[config.mk]
export PLATFORM = sky130hd
export DESIGN_NAME = usbDataLink
export DESIGN_NICKNAME = d
export VERILOG_FILES = /design/src/usbPkg.sv /design/src/usbDataLink.sv /design/src/rxPacketChecker.sv /design/src/rxLineDecoder.sv /design/src/txLineDriver.sv /design/src/txSerializer.sv /design/src/crc16Serial.sv
export SDC_FILE = /design/constraint.sdc
export NUM_CORES = 1
export LEC_CHECK = 0
export BUFFER_PORTS_ARGS = -buffer_cell sky130_fd_sc_hd__clkbuf_2
export CAP_MARGIN = 20
export CORE_ASPECT_RATIO = 1.75
export CORE_MARGIN = 2
export CORE_UTILIZATION = 39
export CTS_CLUSTER_SIZE = 28
export DETAILED_ROUTE_END_ITERATION = 7
export SLEW_MARGIN = 15
export SYNTH_ARGS = -nofsm -noshare
export SYNTH_HDL_FRONTEND = slang
export SYNTH_SLANG_ARGS = --single-unit
[constraint.sdc]
create_clock -name clock -period 4.15 [get_ports clock]
set_clock_uncertainty 0.05 [all_clocks]
set_input_delay 0.2075 -clock clock [delete_from_list [all_inputs] [get_ports clock]]
set_output_delay 0.2075 -clock clock [all_outputs]
set_load 0.1 [all_outputs]
[src/usbPkg.sv]
`default_nettype none

package usbPkg;

  ////////////////////
  // link constants
  ////////////////////

  localparam int unsigned payloadBits = 64;
  localparam int unsigned crcBits = 16;
  localparam logic [15:0] crcPoly = 16'h8005;
  localparam logic [15:0] crcInit = 16'hFFFF;
  // remainder left in the receive CRC after data plus inverted CRC
  localparam logic [15:0] crcResidual = 16'h800D;
  // lsb first on the wire, seven zeros then a one
  localparam logic [7:0] syncPattern = 8'h80;
  localparam int unsigned maxOnes = 6;
  localparam int unsigned eopSe0Bits = 2;

  ////////////////////
  // enums and structs
  ////////////////////

  // line state as {dp, dm}
  typedef enum logic [1:0] {
    J = 2'b10,
    K = 2'b01,
    SE0 = 2'b00,
    SE1 = 2'b11
  } busState_t;

  // high nibble is the complement of the low nibble
  typedef enum logic [7:0] {
    DATA0 = 8'hC3,
    DATA1 = 8'h4B
  } pid_t;

  typedef enum logic [2:0] {
    rxOk,
    rxBadStuff,
    rxBadPid,
    rxBadLength,
    rxBadCrc
  } rxStatus_t;

  typedef struct packed {
    logic start;
    pid_t pid;
    logic [payloadBits-1:0] data;
  } txRequest_t;

  typedef struct packed {
    busState_t state;
    logic oe;
  } lineOut_t;

  typedef struct packed {
    logic valid;
    rxStatus_t status;
    pid_t pid;
    logic [payloadBits-1:0] data;
  } rxResult_t;

  // one decoded bit after nrzi and unstuffing
  typedef struct packed {
    logic valid;
    logic value;
    logic se0;
    logic stuffError;
  } rxBit_t;

endpackage

`default_nettype wire
[src/usbDataLink.sv]
`timescale 1ns/1ps
`default_nettype none

module usbDataLink (
  input  logic               clock,
  input  logic               reset_n,
  input  usbPkg::txRequest_t txRequest,
  output logic               txBusy,
  output logic               txDone,
  output usbPkg::lineOut_t   lineOut,
  input  usbPkg::busState_t  lineIn,
  output usbPkg::rxResult_t  rxResult
);

  logic rawBit;
  logic rawSe0;
  logic rawActive;
  usbPkg::rxBit_t rxBit;

  ////////////////////
  // transmit path
  ////////////////////

  txSerializer txSerializer_inst (
    .clock(clock),
    .reset_n(reset_n),
    .txRequest(txRequest),
    .txBusy(txBusy),
    .txDone(txDone),
    .rawBit(rawBit),
    .rawSe0(rawSe0),
    .rawActive(rawActive)
  );

  txLineDriver txLineDriver_inst (
    .clock(clock),
    .reset_n(reset_n),
    .rawBit(rawBit),
    .rawSe0(rawSe0),
    .rawActive(rawActive),
    .lineOut(lineOut)
  );

  ////////////////////
  // receive path
  ////////////////////

  rxLineDecoder rxLineDecoder_inst (
    .clock(clock),
    .reset_n(reset_n),
    .lineIn(lineIn),
    .rxBit(rxBit)
  );

  rxPacketChecker rxPacketChecker_inst (
    .clock(clock),
    .reset_n(reset_n),
    .rxBit(rxBit),
    .rxResult(rxResult)
  );

endmodule

`default_nettype wire

[src/rxPacketChecker.sv]
`timescale 1ns/1ps
`default_nettype none

module rxPacketChecker (
  input  logic              clock,
  input  logic              reset_n,
  input  usbPkg::rxBit_t    rxBit,
  output usbPkg::rxResult_t rxResult
);

  typedef enum logic [1:0] {
    checkHunt,
    checkPid,
    checkBody,
    checkDrain
  } checkPhase_t;

  checkPhase_t phase;
  usbPkg::rxStatus_t status;
  usbPkg::rxStatus_t finalStatus;
  logic [7:0] shiftReg;
  logic [7:0] shiftNext;
  logic [6:0] bitCnt;
  logic [usbPkg::payloadBits-1:0] dataSh;
  logic [usbPkg::crcBits-1:0] crc;
  logic pidGood;
  logic bodyBit;
  logic resultNow;
  logic resValid;
  usbPkg::rxStatus_t resStatus;
  usbPkg::pid_t resPid;
  logic [usbPkg::payloadBits-1:0] resData;

  // lsb arrives first, so shift in from the top
  assign shiftNext = {rxBit.value, shiftReg[7:1]};
  assign pidGood = (shiftNext[7:4] == ~shiftNext[3:0]) &&
                   (shiftNext == usbPkg::DATA0 || shiftNext == usbPkg::DATA1);
  assign bodyBit = (phase == checkBody) && rxBit.valid;
  assign resultNow = (phase != checkHunt) && rxBit.se0;

  // earlier errors win, then length, then crc
  always_comb begin
    finalStatus = status;
    if (status == usbPkg::rxOk) begin
      if (phase != checkBody ||
          bitCnt != 7'(usbPkg::payloadBits + usbPkg::crcBits)) begin
        finalStatus = usbPkg::rxBadLength;
      end else if (crc != usbPkg::crcResidual) begin
        finalStatus = usbPkg::rxBadCrc;
      end
    end
  end

  ////////////////////
  // packet phases
  ////////////////////

  always_ff @(posedge clock or negedge reset_n) begin
    if (!reset_n) begin
      phase <= checkHunt;
      status <= usbPkg::rxOk;
      shiftReg <= '1;
      bitCnt <= '0;
      resValid <= 1'b0;
    end else begin
      resValid <= 1'b0;
      if (phase == checkHunt) begin
        if (rxBit.se0) begin
          shiftReg <= '1;
        end else if (rxBit.valid) begin
          shiftReg <= shiftNext;
          if (shiftNext == usbPkg::syncPattern) begin
            phase <= checkPid;
            status <= usbPkg::rxOk;
            bitCnt <= '0;
          end
        end
      end else if (rxBit.se0) begin
        resValid <= 1'b1;
        phase <= checkHunt;
        shiftReg <= '1;
      end else if (rxBit.stuffError) begin
        status <= usbPkg::rxBadStuff;
        phase <= checkDrain;
      end else if (rxBit.valid) begin
        if (phase == checkPid && bitCnt == 7'd7) begin
          bitCnt <= '0;
        end else if (bitCnt != '1) begin
          bitCnt <= bitCnt + 7'd1;
        end
        if (phase == checkPid) begin
          shiftReg <= shiftNext;
          if (bitCnt == 7'd7) begin
            if (pidGood) begin
              phase <= checkBody;
            end else begin
              status <= usbPkg::rxBadPid;
              phase <= checkDrain;
            end
          end
        end
      end
    end
  end

  always_ff @(posedge clock) begin
    if (bodyBit && bitCnt < 7'(usbPkg::payloadBits)) begin
      dataSh[bitCnt[5:0]] <= rxBit.value;
    end
    if (resultNow) begin
      resStatus <= finalStatus;
      resPid <= usbPkg::pid_t'(shiftReg);
      resData <= dataSh;
    end
  end

  assign rxResult = '{valid: resValid, status: resStatus, pid: resPid, data: resData};

  // held cleared while hunting, runs over payload and crc
  crc16Serial crc16Serial_inst (
    .clock(clock),
    .reset_n(reset_n),
    .clear(phase == checkHunt),
    .enable(bodyBit),
    .dataBit(rxBit.value),
    .crc(crc)
  );

  resultStrobe: assert property (@(posedge clock) disable iff (!reset_n)
    rxResult.valid |=> !rxResult.valid);

endmodule

`default_nettype wire

[src/rxLineDecoder.sv]
`timescale 1ns/1ps
`default_nettype none

module rxLineDecoder (
  input  logic              clock,
  input  logic              reset_n,
  input  usbPkg::busState_t lineIn,
  output usbPkg::rxBit_t    rxBit
);

  usbPkg::busState_t prevState;
  logic [2:0] onesCnt;
  logic level;

  // no change on the line decodes as one
  assign level = (lineIn == prevState);

  always_ff @(posedge clock or negedge reset_n) begin
    if (!reset_n) begin
      prevState <= usbPkg::J;
      onesCnt <= '0;
      rxBit <= '0;
    end else begin
      rxBit <= '0;
      case (lineIn)
        usbPkg::J, usbPkg::K: begin
          prevState <= lineIn;
          if (onesCnt == 3'(usbPkg::maxOnes) && !level) begin
            // stuffed zero, dropped
            onesCnt <= '0;
          end else if (onesCnt >= 3'(usbPkg::maxOnes) && level) begin
            // run too long, saturate past the stuff point
            rxBit.stuffError <= 1'b1;
            onesCnt <= 3'(usbPkg::maxOnes + 1);
          end else begin
            rxBit.valid <= 1'b1;
            rxBit.value <= level;
            onesCnt <= level ? onesCnt + 3'd1 : '0;
          end
        end
        usbPkg::SE0: begin
          rxBit.se0 <= 1'b1;
          prevState <= usbPkg::J;
          onesCnt <= '0;
        end
        default: begin
          // SE1 is never legal
          rxBit.stuffError <= 1'b1;
          onesCnt <= '0;
        end
      endcase
    end
  end

endmodule

`default_nettype wire

[src/txLineDriver.sv]
`timescale 1ns/1ps
`default_nettype none

module txLineDriver (
  input  logic             clock,
  input  logic             reset_n,
  input  logic             rawBit,
  input  logic             rawSe0,
  input  logic             rawActive,
  output usbPkg::lineOut_t lineOut
);

  // nrzi reference, high means J
  logic refJ;
  logic nextJ;
  usbPkg::busState_t nextState;

  // zero toggles, one holds
  assign nextJ = rawBit ? refJ : !refJ;

  always_comb begin
    if (!rawActive) begin
      nextState = usbPkg::J;
    end else if (rawSe0) begin
      nextState = usbPkg::SE0;
    end else if (nextJ) begin
      nextState = usbPkg::J;
    end else begin
      nextState = usbPkg::K;
    end
  end

  always_ff @(posedge clock or negedge reset_n) begin
    if (!reset_n) begin
      refJ <= 1'b1;
      lineOut <= '{state: usbPkg::J, oe: 1'b0};
    end else begin
      // se0 and idle both bring the reference back to J
      refJ <= (nextState != usbPkg::K);
      lineOut <= '{state: nextState, oe: rawActive};
    end
  end

  driveLegal: assert property (@(posedge clock) disable iff (!reset_n)
    lineOut.oe |-> (lineOut.state != usbPkg::SE1));

endmodule

`default_nettype wire

[src/txSerializer.sv]
`timescale 1ns/1ps
`default_nettype none

module txSerializer (
  input  logic               clock,
  input  logic               reset_n,
  input  usbPkg::txRequest_t txRequest,
  output logic               txBusy,
  output logic               txDone,
  output logic               rawBit,
  output logic               rawSe0,
  output logic               rawActive
);

  typedef enum logic [2:0] {
    sendIdle,
    sendSync,
    sendPid,
    sendPayload,
    sendCrc,
    sendEop,
    sendIdleJ
  } sendPhase_t;

  sendPhase_t phase;
  logic [5:0] bitCnt;
  logic [2:0] onesCnt;
  logic [7:0] pidQ;
  logic [usbPkg::payloadBits-1:0] dataQ;
  logic [usbPkg::crcBits-1:0] crc;
  logic accept;
  logic stuffNow;
  logic phaseBit;
  logic lastBit;

  assign txBusy = (phase != sendIdle);
  assign accept = txRequest.start && !txBusy;
  assign stuffNow = (onesCnt == 3'(usbPkg::maxOnes));

  // raw outputs come straight from the phase state
  assign rawActive = txBusy;
  assign rawBit = stuffNow ? 1'b0 : phaseBit;
  assign rawSe0 = (phase == sendEop) && !stuffNow;

  ////////////////////
  // bit selection
  ////////////////////

  always_comb begin
    phaseBit = 1'b1;
    lastBit = 1'b0;
    case (phase)
      sendSync: begin
        phaseBit = usbPkg::syncPattern[bitCnt[2:0]];
        lastBit = (bitCnt == 6'd7);
      end
      sendPid: begin
        phaseBit = pidQ[bitCnt[2:0]];
        lastBit = (bitCnt == 6'd7);
      end
      sendPayload: begin
        phaseBit = dataQ[bitCnt];
        lastBit = (bitCnt == 6'(usbPkg::payloadBits - 1));
      end
      sendCrc: begin
        // inverted crc, msb first
        phaseBit = ~crc[4'(usbPkg::crcBits - 1) - bitCnt[3:0]];
        lastBit = (bitCnt == 6'(usbPkg::crcBits - 1));
      end
      sendEop: begin
        phaseBit = 1'b0;
        lastBit = (bitCnt == 6'(usbPkg::eopSe0Bits - 1));
      end
      sendIdleJ: begin
        lastBit = 1'b1;
      end
      default: begin
      end
    endcase
  end

  ////////////////////
  // sequencing
  ////////////////////

  always_ff @(posedge clock or negedge reset_n) begin
    if (!reset_n) begin
      phase <= sendIdle;
      bitCnt <= '0;
      onesCnt <= '0;
      txDone <= 1'b0;
    end else begin
      txDone <= 1'b0;
      if (phase == sendIdle) begin
        onesCnt <= '0;
        if (accept) begin
          phase <= sendSync;
          bitCnt <= '0;
        end
      end else if (stuffNow) begin
        // stuffed zero goes out, stream holds
        onesCnt <= '0;
      end else begin
        if (phase inside {sendPid, sendPayload, sendCrc} && phaseBit) begin
          onesCnt <= onesCnt + 3'd1;
        end else begin
          onesCnt <= '0;
        end
        bitCnt <= lastBit ? '0 : bitCnt + 6'd1;
        if (lastBit) begin
          case (phase)
            sendSync: phase <= sendPid;
            sendPid: phase <= sendPayload;
            sendPayload: phase <= sendCrc;
            sendCrc: phase <= sendEop;
            sendEop: phase <= sendIdleJ;
            default: begin
              phase <= sendIdle;
              txDone <= 1'b1;
            end
          endcase
        end
      end
    end
  end

  always_ff @(posedge clock) begin
    if (accept) begin
      pidQ <= txRequest.pid;
      dataQ <= txRequest.data;
    end
  end

  // crc covers the payload only, stuffed bits excluded
  crc16Serial crc16Serial_inst (
    .clock(clock),
    .reset_n(reset_n),
    .clear(accept),
    .enable((phase == sendPayload) && !stuffNow),
    .dataBit(phaseBit),
    .crc(crc)
  );

  startWhileBusy: assert property (@(posedge clock) disable iff (!reset_n)
    txRequest.start |-> !txBusy)
    else $error("start request dropped, transmitter busy");

endmodule

`default_nettype wire

[src/crc16Serial.sv]
`timescale 1ns/1ps
`default_nettype none

module crc16Serial (
  input  logic                       clock,
  input  logic                       reset_n,
  input  logic                       clear,
  input  logic                       enable,
  input  logic                       dataBit,
  output logic [usbPkg::crcBits-1:0] crc
);

  logic feedback;

  // msb of the register meets the incoming bit
  assign feedback = crc[usbPkg::crcBits-1] ^ dataBit;

  always_ff @(posedge clock or negedge reset_n) begin
    if (!reset_n) begin
      crc <= usbPkg::crcInit;
    end else if (clear) begin
      crc <= usbPkg::crcInit;
    end else if (enable) begin
      // shift left, fold in the polynomial when feedback is set
      if (feedback) begin
        crc <= {crc[usbPkg::crcBits-2:0], 1'b0} ^ usbPkg::crcPoly;
      end else begin
        crc <= {crc[usbPkg::crcBits-2:0], 1'b0};
      end
    end
  end

endmodule

`default_nettype wire

# Word-level counts from Yosys, hierarchy flattened
# Memory sizes are Yosys's and may differ from the RTL's.
# Cells that the tools add are included.
# word_totals
mem_bits_ro,8
memories,1
register_bits,290
word_cells,220
output_inout_bits,81
# classes
addsub,5
n_bitwise,7
reduce_logical,47
n_lt_le_gt_ge,7
n_mux,92
n_eq_ne,35
# memory_table
name,depth,width,rd,rd_ports_with_merged_regs,write_ports,line,source
(name not given),8,1,1,0,0,txSerializer.sv:54,phaseBit = usbPkg::syncPattern[bitCnt[2:0]];
# op_table
op,n
$mux 16,6
$mux 3,24
$bwmux 64,1
$mux 7,9
$mux 8,7
$mux 2,15
$mux 6,4
$reduce_bool 3->1,7
$mux 1,17
$eq 8x8->1 const B,2
$ne 16x16->1 const B,1
$eq 3x3->1 const B,5
$pmux 3 s5,1
$lt 6x7->1 const B,2
$ne 7x7->1 const B,2
$reduce_bool 2->1,7
$logic_and 1x1->1,12
$pmux 1 s5,2
$eq 8x7->1 const B,1
$ne 2x1->1 const B,4
$ne 2x2->1 const B,4
$reduce_bool 4->1,2
$add 7x1->7 const B,1
$eq 7x3->1 const B,1
41 further kinds,56

# Logic depth before layout (Yosys ltp)
# logic_depth
word_depth,11
depth_mapped,9
ltp_nobuf,8

# By module
# Synthesis repeated with hierarchy kept, for this count alone.
# hier_totals
cells_unflattened,779
area_unflattened_um2,11773.8
# modules_own_cells
module,instances,cells_each,area_per_inst_um2
rxPacketChecker,1,367,5800.6
txSerializer,1,254,3962.6
crc16Serial,2,56,726.9
rxLineDecoder,1,38,424.2
txLineDriver,1,8,132.6

# Worst setup path before layout
# Ideal clock, no wire load.
# synth_path
path_kind,flip-flop to flip-flop
from,register rxPacketChecker_inst.phase[1]
to,"register rxPacketChecker_inst.resData[0] (netlist name), enable pin"
arrival_time_ps,3835
n_path_buf,1
path_stages_with_launch,4
synth_period_minus_slack_ps,4395
path_slack_ps,-245
setup_time_ps,510
cell_sequence,dfrtp_1 nor2_1 clkbuf_1 nor2_1
# synth_between
elab_chain_cells,2
# synth_rtl
element,line,source
from (decl),rxPacketChecker.sv:18,checkPhase_t phase;
from (signal assigned),rxPacketChecker.sv:60,phase <= checkHunt;
from (signal assigned),rxPacketChecker.sv:73,phase <= checkPid;
from (signal assigned),rxPacketChecker.sv:80,phase <= checkHunt;
$reduce_bool 2->1,rxPacketChecker.sv:39,assign resultNow = (phase != checkHunt) && rxBit.se0;
$logic_and 1x1->1,rxPacketChecker.sv:39,
named net rxPacketChecker_inst.resultNow,rxPacketChecker.sv:28,logic resultNow;
to (signal assigned),rxPacketChecker.sv:113,resData <= dataSh;
to (decl),rxPacketChecker.sv:32,logic [usbPkg::payloadBits-1:0] resData;
# The timed path passes the listed nets, and every way through them passes these cells.
# A chain may end at the register's enable or synchronous reset.

# Final worst setup path
# layout_path
from,register txSerializer_inst.bitCnt[0]
to,"register, netlist name txLineDriver_inst.lineOut[2]"
# layout_between
elab_chain_cells,10
word_cells_on_any_way,16
classes_between,1 x add/sub; 13 x mux; 1 x bitwise; 1 x memory
# layout_rtl
element,line,source
from (decl),txSerializer.sv:26,logic [5:0] bitCnt;
from (signal assigned),txSerializer.sv:109,bitCnt <= lastBit ? '0 : bitCnt + 6'd1;
$sub 4x4->4,txSerializer.sv:67,phaseBit = ~crc[4'(usbPkg::crcBits - 1) - bitCnt[3:0]];
$bmux 1 s4,txSerializer.sv:67,
$mux 1 (implied by the code),txSerializer.sv:67,
$not 1->1,txSerializer.sv:67,
$pmux 1 s5 (*),txSerializer.sv:52,case (phase)
$mux 1 (*),txSerializer.sv:42,assign rawBit = stuffNow ? 1'b0 : phaseBit;
$mux 1 (*),txLineDriver.sv:19,assign nextJ = rawBit ? refJ : !refJ;
$mux 2 (*),txLineDriver.sv:26,end else if (nextJ) begin
$mux 2 (*),txLineDriver.sv:24,end else if (rawSe0) begin
$mux 2 (*),txLineDriver.sv:22,if (!rawActive) begin
named net txLineDriver_inst.nextState[1],txLineDriver.sv:16,usbPkg::busState_t nextState;
# The timed path passes the listed nets; every way through them passes the cells marked *. The select of a mux whose other input is x is not followed.

==> metrics.md <==
| Metric | Value |
|---|---|
| Status | `completed` |
| Total number of vias | `6658` |
| Worst setup EP type | `register` |
| Maximum clock frequency | `0.345 GHz` |
| Top cells by area, synth | `edfxtp_1 (56%), dfstp_2 (10%), dfrtp_1 (7.8%)` |
| Multi-input logic area | `2750 sq um` |
| Seq cells post-synth | `289` |
| Fin cells | `1375` |
| Lkg Pwr | `5.26 nW` |
| Clock buffer depth | `3` |
| Die area | `30400 sq um` |
| Gr usage total | `14.4%` |
| Die H | `229 microns` |
| Critical Path Start Type | `register` |
| Syn. warnings | `0` |
| Final hold vios | `0` |
| Latest clock arrival within the worst-skew pair | `550 ps` |
| HPWL Detailed | `14100 microns` |
| Most frequent cells in the layout | `edfxtp_1 (211), clkbuf_2 (156), nor2_1 (98)` |
| Synth Instances | `741` |
| Register area | `8340 sq um` |
| Seq/Total Area, Yosys | `73.9%` |
| Detailed Route WL | `21400 microns` |
| Grt total ovfl | `0` |
| Via density | `4.84` |
| Pre-CTS setup slack | `1220 ps` |
| P_sw | `3.06 mW` |
| Syn avg cell area | `15.2 sq um` |
| IO Port Bufs | `157` |
| Minimum clock period | `2900 ps` |
| Placed cell count | `1255` |
| RSZ-0062 raised after global routing | `false` |
| Initial antenna violation count | `0` |
| ANT cells | `0` |
| # resized after CTS | `0` |
| TritonRoute pass-1 iters | `5` |
| Sw frac | `34.5%` |
| Post-synthesis net count | `829` |
| CP Max Fanout | `13` |
| Initial Utilization | `39.6%` |
| CTS clk-pin slew, worst paths | `70 ps` |
| Remaining DRCs | `0` |
| CTS tree | `yes` |
| # setup viols final | `0` |
| CP Data Required Time | `4570 ps` |
| CTS root buf | `clkbuf_16` |
| Synthesized area | `11300 sq um` |
| First-pass GRT wire length | `35000 microns` |
| Initial DRC count | `306` |
| Max-slew headroom | `35.7%` |
| Clock power frac | `25.3%` |
| Post-CTS setup repair buffer count | `0` |
| Worst IR drop on VDD | `0.000399 V` |
| Setup tns final | `0 ps` |
| Max Cap Violations | `0` |
| PnR worst setup slack | `1250 ps` |
| Comb power frac | `28.2%` |
| Power per standard cell area | `631 nW/um^2` |
| EDFF count, synth | `211` |
| # hold bufs at CTS | `75` |
| Area share of the largest cell type after synthesis | `56.1%` |
| IO Count | `158` |
| Biggest area consumer among synthesized cells | `edfxtp_1` |
| Pin count of the biggest net entering global routing | `69` |
| Setup Crit Path Kind | `reg2reg` |
| Fin crit share | `69.8%` |
| Layout cells sized above 1 | `28.3%` |
| Post-route antenna net violation count | `0` |
| Wire per inst | `15.6 microns` |
| Vias in the first global route | `6794` |
| Slew @ Worst Pin | `958 ps` |
| Rows | `82` |
| Worst hold path class | `in2reg` |
| Synth unique cells | `64` |
| Cts bufs inserted | `25` |
| Pint | `5.80 mW` |
| Final Max Slew Viols | `0` |
| Most common cell after layout, fill and taps aside | `edfxtp_1` |
| H-tree levels | `1` |
| Core ar. | `28500 sq um` |
| GPL Wtd Cong | `0.769` |
| Die width | `133 microns` |
| CP Data Arrival Time | `3320 ps` |
| Seq pwr share | `46.6%` |
| Leading register cell type out of synthesis | `edfxtp_1` |
| FILL cells | `2477` |
| Area delta synth->final | `24.3%` |
| CTS sink cnt | `289` |
| Ys async rst share | `27.0%` |
| Layout Nets | `1067` |
## per-stage QoR
| stage | total power [mW] | util, % | area, sq um | hold slack (ps) |
|---|---|---|---|---|
| floorplan | 6.13 | - | 11300 | -138 |
| global placement | 6.61 | 43.8 | 12500 | 165 |
| detailed placement | 6.65 | 43.8 | 12500 | 172 |
| CTS | 8.97 | 49.2 | 14000 | 23.8 |
| global route | 9.33 | 49.2 | 14000 | 47.8 |
| finish | 8.85 | 49.2 | 14000 | 37.2 |
## cell families (layout without fill, tap and decap cells)
kind of cell | Yosys count | after routing | share of synthesized area (%)
compound gates | 88 | 88 | 5.41
flops | 289 | 289 | 73.9
fa+ha+maj | 11 | 11 | 1.22
simple gates | 250 | 250 | 10.1
mux | 42 | 42 | 6.44
buf+inv | 48 | 304 | 1.81
xor+xnor | 13 | 13 | 1.14
## per-layer routing
metal  track usage, %  share of wire, %  vias to the layer above
met5                0                 0                        -
met4             6.01               3.4                        0
met3             2.10               4.0                       44
met2             28.3                57                      187
met1             15.0                35                     3223
li1                 -                 -                     3204
## state kept, by name (all words and copies together), names as in the netlist, 2 cells and up
name                                       flops
txSerializer_inst.onesCnt                      3
rxPacketChecker_inst.status                    2
rxPacketChecker_inst.bitCnt                    7
txSerializer_inst.crc16Serial_inst.crc        16
txLineDriver_inst.lineOut                      3
rxLineDecoder_inst.prevState                   2
rxPacketChecker_inst.crc16Serial_inst.crc     16
rxPacketChecker_inst.resData                  64
rxPacketChecker_inst.resStatus                 3
rxLineDecoder_inst.onesCnt                     3
rxPacketChecker_inst.shiftReg                  8
rxPacketChecker_inst.dataSh                   64
txSerializer_inst.phase                        3
rxPacketChecker_inst.phase                     2
txSerializer_inst.bitCnt                       6
txSerializer_inst.dataQ                       64
txSerializer_inst.pidQ                         8
rxPacketChecker_inst.resPid                    8
rxLineDecoder_inst.rxBit                       4
## synth_stat cells (4+ instances only)
master,number
mux4_2,16
and3_1,6
nand2b_1,4
mux4_1,6
o21ai_0,20
dfrtp_1,35
buf_2,4
a31oi_1,8
dfstp_2,43
a21oi_1,13
nor3_1,9
inv_1,17
nand3_1,17
a21o_1,4
clkbuf_1,18
ha_1,11
nor2b_1,5
nor2_1,99
mux2i_1,16
o22a_1,14
xor2_1,10
nand2_1,82
o21bai_1,4
buf_1,5
edfxtp_1,211
## worst max-delay path: stages (launching register included)
cell	delay, ps
dfrtp_1	770
buf_4	320
mux4_2	520
a22oi_1	200
nand2_1	90
o211ai_2	210
nand4_4	190
mux2_4	340
o221ai_2	120
## worst paths after layout
| kind | end | cells past startpoint | from | slack (ps) |
|---|---|---|---|---|
| hold reg to reg | rxPacketChecker_inst.resData[53] | 0 | rxPacketChecker_inst.dataSh[53] | 370 |
| min in group asynchronous | rxPacketChecker_inst.bitCnt[2] | 2 | reset_n | 120 |
| max in group asynchronous | rxPacketChecker_inst.crc16Serial_inst.crc[6] | 3 | reset_n | 2980 |
| hold / removal | rxLineDecoder_inst.prevState[1] | 4 | lineIn[1] | 40 |
| setup / recovery | txLineDriver_inst.lineOut[2] | 8 | txSerializer_inst.bitCnt[0] | 1250 |
| setup reg to reg | txLineDriver_inst.lineOut[2] | 8 | txSerializer_inst.bitCnt[0] | 1250 |
## cell type report
class,instances,area share [%]
Tap cell,378,3.37
Multi-Input combinational cell,404,19.6
Sequential cell,289,59.5
Timing Repair Buffer,241,11.5
Inverter,18,0.482
Clock buffer,34,4.99
Clock inverter,11,0.562
## power by group through the flow
stage | clock network (mW) | logic, mW | registers, mW
3_5_place_dp | 0 | 2.47 | 4.19
3_3_place_gp | 0 | 2.43 | 4.18
6_report | 2.24 | 2.50 | 4.12
2_1_floorplan | 0 | 1.46 | 4.66
5_1_grt | 2.42 | 2.70 | 4.20
4_1_cts | 2.31 | 2.53 | 4.13
Power figures use the tool's default switching activity.
